--- src/design/move_gen_consts.svh ---
`ifndef MOVE_GEN_CONSTS_SVH
`define MOVE_GEN_CONSTS_SVH

// board geometry
`define FILES 8
`define RANKS 8
`define COORD_W 3

// one square is a colour bit over a piece kind
`define PIECE_W 4
`define COLOR_BIT 3
`define BOARD_W 256

// piece kinds, only the file sliders matter here
`define PC_EMPTY 3'd0
`define PC_ROOK 3'd4
`define PC_QUEEN 3'd5

// capture position in the 7 bit flag field
`define FLAG_CAPTURE 0

// queue depths in entries
`define FILE_Q_DEPTH 16
`define OUT_Q_DEPTH 64

`endif
--- src/design/move_gen_pkg.sv ---
`include "move_gen_consts.svh"

package move_gen_pkg;

	// kind sits right under the colour bit
	typedef struct packed {
		logic black;
		logic [`COLOR_BIT-1:0] kind;
	} piece_t;

	// index is rank * 8 + file
	typedef struct packed {
		logic [`COORD_W-1:0] rank;
		logic [`COORD_W-1:0] file;
	} square_t;

	// square n at bits 4n+3 down to 4n
	typedef piece_t [`BOARD_W/`PIECE_W-1:0] board_t;

	typedef struct packed {
		logic invalid;
		logic promote;
		logic pawn_move;
		logic pawn_two;
		logic en_passant;
		logic castle;
		logic capture;
	} move_flags_t;

	// output word, flags over from over to
	typedef struct packed {
		move_flags_t flags;
		square_t from;
		square_t to;
	} move_t;

	// file queue entry, the file itself is implied by the queue
	typedef struct packed {
		logic [`COORD_W-1:0] from_rank;
		logic [`COORD_W-1:0] to_rank;
		logic capture;
	} file_move_t;

	typedef enum logic [1:0] {
		st_idle,
		st_wait_file,
		st_get_moves,
		st_done
	} collect_state_t;

endpackage

--- src/design/move_gen_top.sv ---
`include "move_gen_consts.svh"

module move_gen_top import move_gen_pkg::*; (
	input  logic clk,
	input  logic reset,
	input  board_t board,
	input  logic black_to_move,
	input  logic start,
	output move_t move_out,
	output logic move_valid,
	input  logic rden,
	output logic done
);

	logic [`FILES-1:0] scan_done;
	logic [`FILES-1:0] file_push;
	logic [`FILES-1:0] file_pop;
	logic [`FILES-1:0] file_empty;
	logic [`FILES-1:0] file_full;
	file_move_t [`FILES-1:0] file_push_data;
	file_move_t [`FILES-1:0] file_heads;

	logic out_push;
	logic out_empty;
	logic out_full;
	move_t out_data;

	// one scanner and one queue per file
	for (genvar f = 0; f < `FILES; f++) begin : g_file
		column_scanner #(
			.file_index(f)
		) i_scanner (
			.clk(clk),
			.reset(reset),
			.start(start),
			.board(board),
			.black_to_move(black_to_move),
			.q_full(file_full[f]),
			.push(file_push[f]),
			.push_data(file_push_data[f]),
			.scan_done(scan_done[f])
		);

		move_fifo #(
			.payload_t(file_move_t),
			.depth(`FILE_Q_DEPTH)
		) i_file_q (
			.clk(clk),
			.reset(reset),
			.push(file_push[f]),
			.push_data(file_push_data[f]),
			.pop(file_pop[f]),
			.head(file_heads[f]),
			.empty(file_empty[f]),
			.full(file_full[f])
		);
	end

	move_collector i_collector (
		.clk(clk),
		.reset(reset),
		.start(start),
		.scan_done(scan_done),
		.file_empty(file_empty),
		.file_heads(file_heads),
		.out_full(out_full),
		.file_pop(file_pop),
		.out_push(out_push),
		.out_data(out_data),
		.done(done)
	);

	// output queue, read side driven by rden
	move_fifo #(
		.payload_t(move_t),
		.depth(`OUT_Q_DEPTH)
	) i_out_q (
		.clk(clk),
		.reset(reset),
		.push(out_push),
		.push_data(out_data),
		.pop(rden),
		.head(move_out),
		.empty(out_empty),
		.full(out_full)
	);

	assign move_valid = ~out_empty;

endmodule

--- src/design/move_collector.sv ---
`include "move_gen_consts.svh"

module move_collector import move_gen_pkg::*; (
	input  logic clk,
	input  logic reset,
	input  logic start,
	input  logic [`FILES-1:0] scan_done,
	input  logic [`FILES-1:0] file_empty,
	input  file_move_t [`FILES-1:0] file_heads,
	input  logic out_full,
	output logic [`FILES-1:0] file_pop,
	output logic out_push,
	output move_t out_data,
	output logic done
);

	collect_state_t state;
	logic [`FILES-1:0] collected;
	logic [`COORD_W-1:0] sel;

	logic [`FILES-1:0] ready;
	logic [`COORD_W-1:0] pick;
	file_move_t head;
	logic [$bits(move_flags_t)-1:0] flag_bits;
	logic transfer;

	// finished files still waiting to be drained
	assign ready = scan_done & ~collected;

	// lowest index wins
	always_comb begin
		pick = '0;
		for (int i = `FILES - 1; i >= 0; i--) begin
			if (ready[i])
				pick = `COORD_W'(i);
		end
	end

	assign head = file_heads[sel];

	// one entry per cycle, stall on empty file or full output
	assign transfer = (state == st_get_moves) && !file_empty[sel] && !out_full;
	assign out_push = transfer;
	assign file_pop = transfer ? `FILES'(1) << sel : '0;

	always_comb begin
		flag_bits = '0;
		flag_bits[`FLAG_CAPTURE] = head.capture;
		out_data.flags = move_flags_t'(flag_bits);
		out_data.from.rank = head.from_rank;
		out_data.from.file = sel;
		out_data.to.rank = head.to_rank;
		out_data.to.file = sel;
	end

	assign done = state == st_done;

	always_ff @(posedge clk) begin
		if (reset) begin
			state <= st_idle;
			collected <= '0;
			sel <= '0;
		end else if (start) begin
			state <= st_wait_file;
			collected <= '0;
		end else begin
			case (state)
				st_wait_file: begin
					if (&collected)
						state <= st_done;
					else if (|ready) begin
						state <= st_get_moves;
						sel <= pick;
					end
				end
				st_get_moves: begin
					// queue drained, file finished
					if (file_empty[sel]) begin
						collected[sel] <= 1'b1;
						state <= st_wait_file;
					end
				end
				default: ;
			endcase
		end
	end

endmodule

--- src/design/column_scanner.sv ---
`include "move_gen_consts.svh"

module column_scanner import move_gen_pkg::*; #(
	parameter int file_index = 0
) (
	input  logic clk,
	input  logic reset,
	input  logic start,
	input  board_t board,
	input  logic black_to_move,
	input  logic q_full,
	output logic push,
	output file_move_t push_data,
	output logic scan_done
);

	typedef enum logic [1:0] {
		sc_idle,
		sc_find,
		sc_up,
		sc_down
	} scan_state_t;

	localparam logic [`COORD_W-1:0] last_rank = `COORD_W'(`RANKS - 1);

	scan_state_t state;
	scan_state_t state_n;
	piece_t [`RANKS-1:0] col;
	logic mover;
	logic [`COORD_W-1:0] from_rank;
	logic [`COORD_W-1:0] from_n;
	logic [`COORD_W-1:0] to_rank;
	logic [`COORD_W-1:0] to_n;

	piece_t from_sq;
	piece_t to_sq;
	logic slider;
	logic to_empty;
	logic to_enemy;
	logic stepping;
	logic hold;
	logic next_from;
	logic finish;

	// file squares and side to move, latched on start
	always_ff @(posedge clk) begin
		if (start) begin
			mover <= black_to_move;
			for (int r = 0; r < `RANKS; r++) begin
				col[r] <= board[r * `FILES + file_index];
			end
		end
	end

	assign from_sq = col[from_rank];
	assign to_sq = col[to_rank];

	// rook or queen of the mover
	assign slider = (from_sq.kind inside {`PC_ROOK, `PC_QUEEN}) && (from_sq.black == mover);
	assign to_empty = to_sq.kind == `PC_EMPTY;
	assign to_enemy = !to_empty && (to_sq.black != mover);

	assign stepping = (state == sc_up) || (state == sc_down);
	assign hold = stepping && q_full;

	// own piece gives no move
	assign push = stepping && !q_full && (to_empty || to_enemy);
	assign push_data = '{from_rank: from_rank, to_rank: to_rank, capture: to_enemy};

	always_comb begin
		state_n = state;
		from_n = from_rank;
		to_n = to_rank;
		next_from = 1'b0;
		finish = 1'b0;
		case (state)
			sc_find: begin
				if (!slider)
					next_from = 1'b1;
				else if (from_rank != last_rank) begin
					state_n = sc_up;
					to_n = from_rank + 1'b1;
				end else begin
					state_n = sc_down;
					to_n = from_rank - 1'b1;
				end
			end
			sc_up: begin
				// keep sliding only over empty squares
				if (to_empty && (to_rank != last_rank))
					to_n = to_rank + 1'b1;
				else if (from_rank != '0) begin
					state_n = sc_down;
					to_n = from_rank - 1'b1;
				end else
					next_from = 1'b1;
			end
			sc_down: begin
				if (to_empty && (to_rank != '0))
					to_n = to_rank - 1'b1;
				else
					next_from = 1'b1;
			end
			default: ;
		endcase

		// advance to next rank or wrap up the file
		if (next_from) begin
			if (from_rank == last_rank) begin
				state_n = sc_idle;
				finish = 1'b1;
			end else begin
				state_n = sc_find;
				from_n = from_rank + 1'b1;
			end
		end
	end

	always_ff @(posedge clk) begin
		if (reset) begin
			state <= sc_idle;
			scan_done <= 1'b0;
			from_rank <= '0;
			to_rank <= '0;
		end else if (start) begin
			state <= sc_find;
			scan_done <= 1'b0;
			from_rank <= '0;
		end else if (!hold) begin
			state <= state_n;
			from_rank <= from_n;
			to_rank <= to_n;
			if (finish)
				scan_done <= 1'b1;
		end
	end

endmodule

--- src/design/move_fifo.sv ---
`include "move_gen_consts.svh"

module move_fifo import move_gen_pkg::*; #(
	parameter type payload_t = file_move_t,
	parameter int depth = `FILE_Q_DEPTH
) (
	input  logic clk,
	input  logic reset,
	input  logic push,
	input  payload_t push_data,
	input  logic pop,
	output payload_t head,
	output logic empty,
	output logic full
);

	localparam int ptr_w = $clog2(depth);
	localparam int cnt_w = $clog2(depth + 1);

	payload_t mem [depth];
	logic [ptr_w-1:0] rd_ptr;
	logic [ptr_w-1:0] wr_ptr;
	logic [cnt_w-1:0] count;
	logic do_push;
	logic do_pop;

	assign empty = count == '0;
	assign full = count == cnt_w'(depth);

	// push on full and pop on empty are dropped
	assign do_push = push && !full;
	assign do_pop = pop && !empty;

	assign head = mem[rd_ptr];

	always_ff @(posedge clk) begin
		if (do_push)
			mem[wr_ptr] <= push_data;
	end

	always_ff @(posedge clk) begin
		if (reset) begin
			rd_ptr <= '0;
			wr_ptr <= '0;
			count <= '0;
		end else begin
			if (do_push)
				wr_ptr <= (wr_ptr == ptr_w'(depth - 1)) ? '0 : wr_ptr + 1'b1;
			if (do_pop)
				rd_ptr <= (rd_ptr == ptr_w'(depth - 1)) ? '0 : rd_ptr + 1'b1;
			case ({do_push, do_pop})
				2'b10: count <= count + 1'b1;
				2'b01: count <= count - 1'b1;
				default: ;
			endcase
		end
	end

endmodule

--- config.mk ---
export PLATFORM = sky130hd
export DESIGN_NAME = move_gen_top
export DESIGN_NICKNAME = d
export VERILOG_FILES = /design/src/design/move_gen_pkg.sv /design/src/design/move_gen_top.sv /design/src/design/move_collector.sv /design/src/design/column_scanner.sv /design/src/design/move_fifo.sv
export VERILOG_INCLUDE_DIRS = /design/src /design/src/design
export SDC_FILE = /design/constraint.sdc
export NUM_CORES = 2
export LEC_CHECK = 0
export ABC_AREA = 1
export BUFFER_PORTS_ARGS = -buffer_cell sky130_fd_sc_hd__buf_2
export CAP_MARGIN = 10
export CELL_PAD_IN_SITES_DETAIL_PLACEMENT = 1
export CELL_PAD_IN_SITES_GLOBAL_PLACEMENT = 2
export CORE_ASPECT_RATIO = 1.1
export CORE_MARGIN = 3
export CORE_UTILIZATION = 42
export CTS_CLUSTER_SIZE = 14
export DETAILED_ROUTE_END_ITERATION = 10
export GPL_TIMING_DRIVEN = 0
export PLACE_DENSITY_LB_ADDON = 0.1
export SLEW_MARGIN = 40
export SYNTH_ARGS = -nofsm -noshare
export SYNTH_HDL_FRONTEND = slang
export SYNTH_SLANG_ARGS = --single-unit
export TNS_END_PERCENT = 30
--- constraint.sdc ---
create_clock -name clk -period 4.8 [get_ports clk]
set_input_delay 0.96 -clock clk [delete_from_list [all_inputs] [get_ports clk]]
set_output_delay 0.96 -clock clk [all_outputs]
set_load 0.1 [all_outputs]
==> summary.md <==
| Metric | Value |
|---|---|
| Vias/cell | `5.67` |
| Fin crit period | `4.81 ns` |
| Max VDD drop | `approximately 0.00032 V` |
| DIE WIDTH | `between 400 and 500 um` |
| Crit end category | `output pin` |
| H-tree depth | `4` |
| Via count | `roughly 63000` |
| Vias in the first global route | `roughly 64000` |
| PortBufs | `275` |
| Max Slew Vio Count | `0` |
| CTS tree | `yes` |
| Worst Tran Pin Value | `approximately 0.94 ns` |
| Final number of setup-violating endpoints | `3` |
| Period utilization | `100%` |
| Crit-path max FO | `10` |
| Unique masters post-synth | `between 50 and 60` |
| Fin nets | `between 8000 and 9000` |
| Clock Skews | `between 0.05 and 0.06 ns` |
| Ports | `around 280` |
| Critical path class | `reg -> out` |
| Std cell rows | `~170` |
| Commonest non-fill, non-tap cell in the layout | `edfxtp_1` |
| Startpoint Class | `flip-flop` |
| Pleak | `34.8 nW` |
| Unrepaired setup endpoints after global routing | `true` |
| Ys Warns | `0` |
| Status | `finished with violations` |
| Slew HR | `between 30% and 40%` |
| CTS Sinks | `2039` |
| Clock-pin slew on the worst setup and hold paths | `approximately 0.06 ns` |
| Power density over the cells | `about 450 nW/um2` |
| CTS Hold Bufs | `0` |
| Share of layout cells above drive strength 1 | `between 10% and 20%` |
| Sequential share of the synthesized area | `68.3%` |
| Initial antenna violation count | `11` |
| Mean post-synth cell area | `approximately 11 um2` |
| Final WL | `about 290000 um` |
| Synth Cell Area | `around 86000 um2` |
| P&R area growth vs syn | `15.9%` |
| Failing checks | `setup timing` |
| Full die area | `approximately 210000 um2` |
| Synthesized flop and latch total | `between 2000 and 2500` |
| Main synth FF type | `edfxtp_1` |
| Final worst slack | `-0.0136 ns` |
| Post-synth EDFFs | `between 1500 and 2000` |
| Most frequent cells in the layout | `edfxtp_1 (1793), nor2_1 (1345), o21ai_0 (1095)` |
| Max Buffers Root-to-Sink | `3` |
| First-pass GRT wire length | `427000 um` |
| Post-synth ARST share | `0%` |
| Largest net degree at the start of global routing | `84` |
| Clk Latency, worst-skew pair | `between 0.8 and 0.9 ns` |
| Post-route ant nets | `0` |
| DRC viols | `0` |
| Setup TNS | `-0.0290 ns` |
| Cell count after synthesis | `7599` |
| Gpl congestion | `about 0.90` |
| DP HPWL | `around 210000 um` |
| Worst hold path class | `in -> reg` |
| Core box area | `203000 um2` |
| Initial Util | `roughly 42%` |
| GR Overflow Total | `0` |
| WP data arrival | `just under 4 ns` |
| Pre-CTS setup slack | `-0.164 ns` |
| Iter 0 DRT Violations | `approximately 5300` |
| Fmax | `between 200 and 250 MHz` |
| Die Ht | `just under 500 um` |
| Tot GR Track Use | `~27%` |
| Root buffer cell | `clkbuf_16` |
| CTS buffer count | `between 200 and 250` |
| Pre-antenna DRT Iters | `7` |
| Final hold vios | `0` |
| WL/cell | `approximately 27 um` |
| Max-Cap Viols | `0` |
| Worst EP required | `3.84 ns` |
## Yosys cell counts (2+ instances only)
cell,number,area share (%)
inv_2,30,0.13
inv_1,356,1.6
nor3_1,30,0.17
edfxtp_1,1793,63
xor2_1,51,0.52
o311ai_0,4,0.041
o21a_1,4,0.035
o32ai_1,7,0.071
nor2_1,1483,6.5
dfxtp_1,246,5.7
o211ai_1,80,0.70
xnor2_1,35,0.36
nand4_2,5,0.073
nand2_2,8,0.058
nand3b_1,39,0.34
nand2_1,660,2.9
o221ai_1,72,0.73
clkbuf_1,308,1.3
buf_1,11,0.048
nand3_2,8,0.093
nor4_1,2,0.015
nor2_4,2,0.026
o21ai_1,38,0.22
o21ai_0,1098,6.4
a31oi_1,8,0.058
nor2_2,7,0.051
a21o_1,4,0.035
nand4_1,25,0.18
nand3_1,323,1.9
clkinv_1,6,0.026
a22o_1,2,0.020
o22ai_1,382,2.8
ha_1,173,2.5
buf_2,22,0.13
or2_2,4,0.029
a211oi_1,9,0.078
o31ai_1,5,0.044
a21oi_1,221,1.3
o311ai_1,2,0.020
buf_4,23,0.20
## final cells by class
| cell class | instances | area [um2] |
|---|---|---|
| fillers | 21500 | 103000 |
| flip-flops and latches | 2039 | 58800 |
| multi-input cells | 4809 | 25000 |
| clock buffers | 264 | 5610 |
| well taps | 2712 | 3390 |
| repair buffers | 332 | 2370 |
| plain buffers | 362 | 1710 |
| inverters | 392 | 1470 |
| clock inverters | 131 | 1390 |
| diodes | 5 | 12.5 |
## flip-flops by register name, summed over array words and instances, names as in the netlist, 3 cells and up, named ones only
register / cells
g_file.i_file_q.wr_ptr: 32
g_file.i_scanner.scan_done: 8
g_file.i_file_q.mem: 896
i_out_q.mem: 640
i_collector.collected: 8
g_file.i_file_q.rd_ptr: 32
g_file.i_scanner.col: 256
i_out_q.count: 7
i_out_q.rd_ptr: 6
i_out_q.wr_ptr: 6
g_file.i_scanner.to_rank: 24
i_collector.sel: 3
g_file.i_scanner.state: 16
g_file.i_file_q.count: 40
g_file.i_scanner.from_rank: 24
## worst max-delay path: stages, from the launching register on
cell and delay (ns):
dfxtp_2 0.36, inv_1 0.20, clkbuf_2 0.30, clkbuf_2 0.40, nor2_1 0.12, o22ai_1 0.35
o21ai_0 0.13, o221ai_1 0.19, o211ai_1 0.27, o21ai_2 0.22, buf_4 0.15, buf_4 0.27
## power breakdown
group / internal [W] / total (W) / switching (W)
Combinational: 0.00209 / 0.00787 / 0.00577
Clock: 0.00954 / 0.0167 / 0.00713
Sequential: 0.0201 / 0.0207 / 0.000640
Total: 0.0317 / 0.0453 / 0.0135
## stage by stage
stage / cell area [um2] / std cells / utilization, % / hold WS [ns] / power [W]
floorplan: 86100 / 7604 / - / 0.436 / 0.0252
global placement: 90900 / 10600 / 44.8 / 0.456 / 0.0284
detailed placement: 92300 / 10600 / 45.5 / 0.463 / 0.0287
CTS: 99600 / 11000 / 49.1 / 0.174 / 0.0455
global route: 99800 / 11000 / 49.2 / 0.204 / 0.0469
finish: 99800 / 11000 / 49.2 / 0.252 / 0.0453
## cell families after synthesis
kind of cell | synth area share (%)
adders and majority gates | 2.51
xor gates and xnor gates | 0.875
and+or+nand+nor | 12.3
AOI/OAI and AO/OA | 12.6
DFF | 68.3
other | 0.00436
buffers and inverters | 3.43
## final timing paths
| check | start | end | slack [ns] | depth (start not counted) |
|---|---|---|---|---|
| setup / recovery | flip-flop | move_out[6] | -0.01 | 11 |
| hold / removal | board[189] | g_file[7].i_scanner.col[21] | 0.25 | 1 |
| setup reg to reg | flip-flop | i_out_q.mem[48][3] | 0.21 | 14 |
| hold reg to reg | g_file[4].i_scanner.scan_done | g_file[4].i_scanner.scan_done | 0.47 | 2 |
## per-layer routing
metal / global-route usage [%] / share of wire [%]
met1: 35.5 / 42
met2: 47.0 / 49
met3: 3.74 / 5.3
met4: 9.84 / 3.7
met5: 0 / 0.035
## repair_timing
action	CTS	global route
setup buffers	0	1
pin swaps	1	0
endpoints found under the setup margin	13	15
resized for setup	130	20
Power figures use the tool's default switching activity.
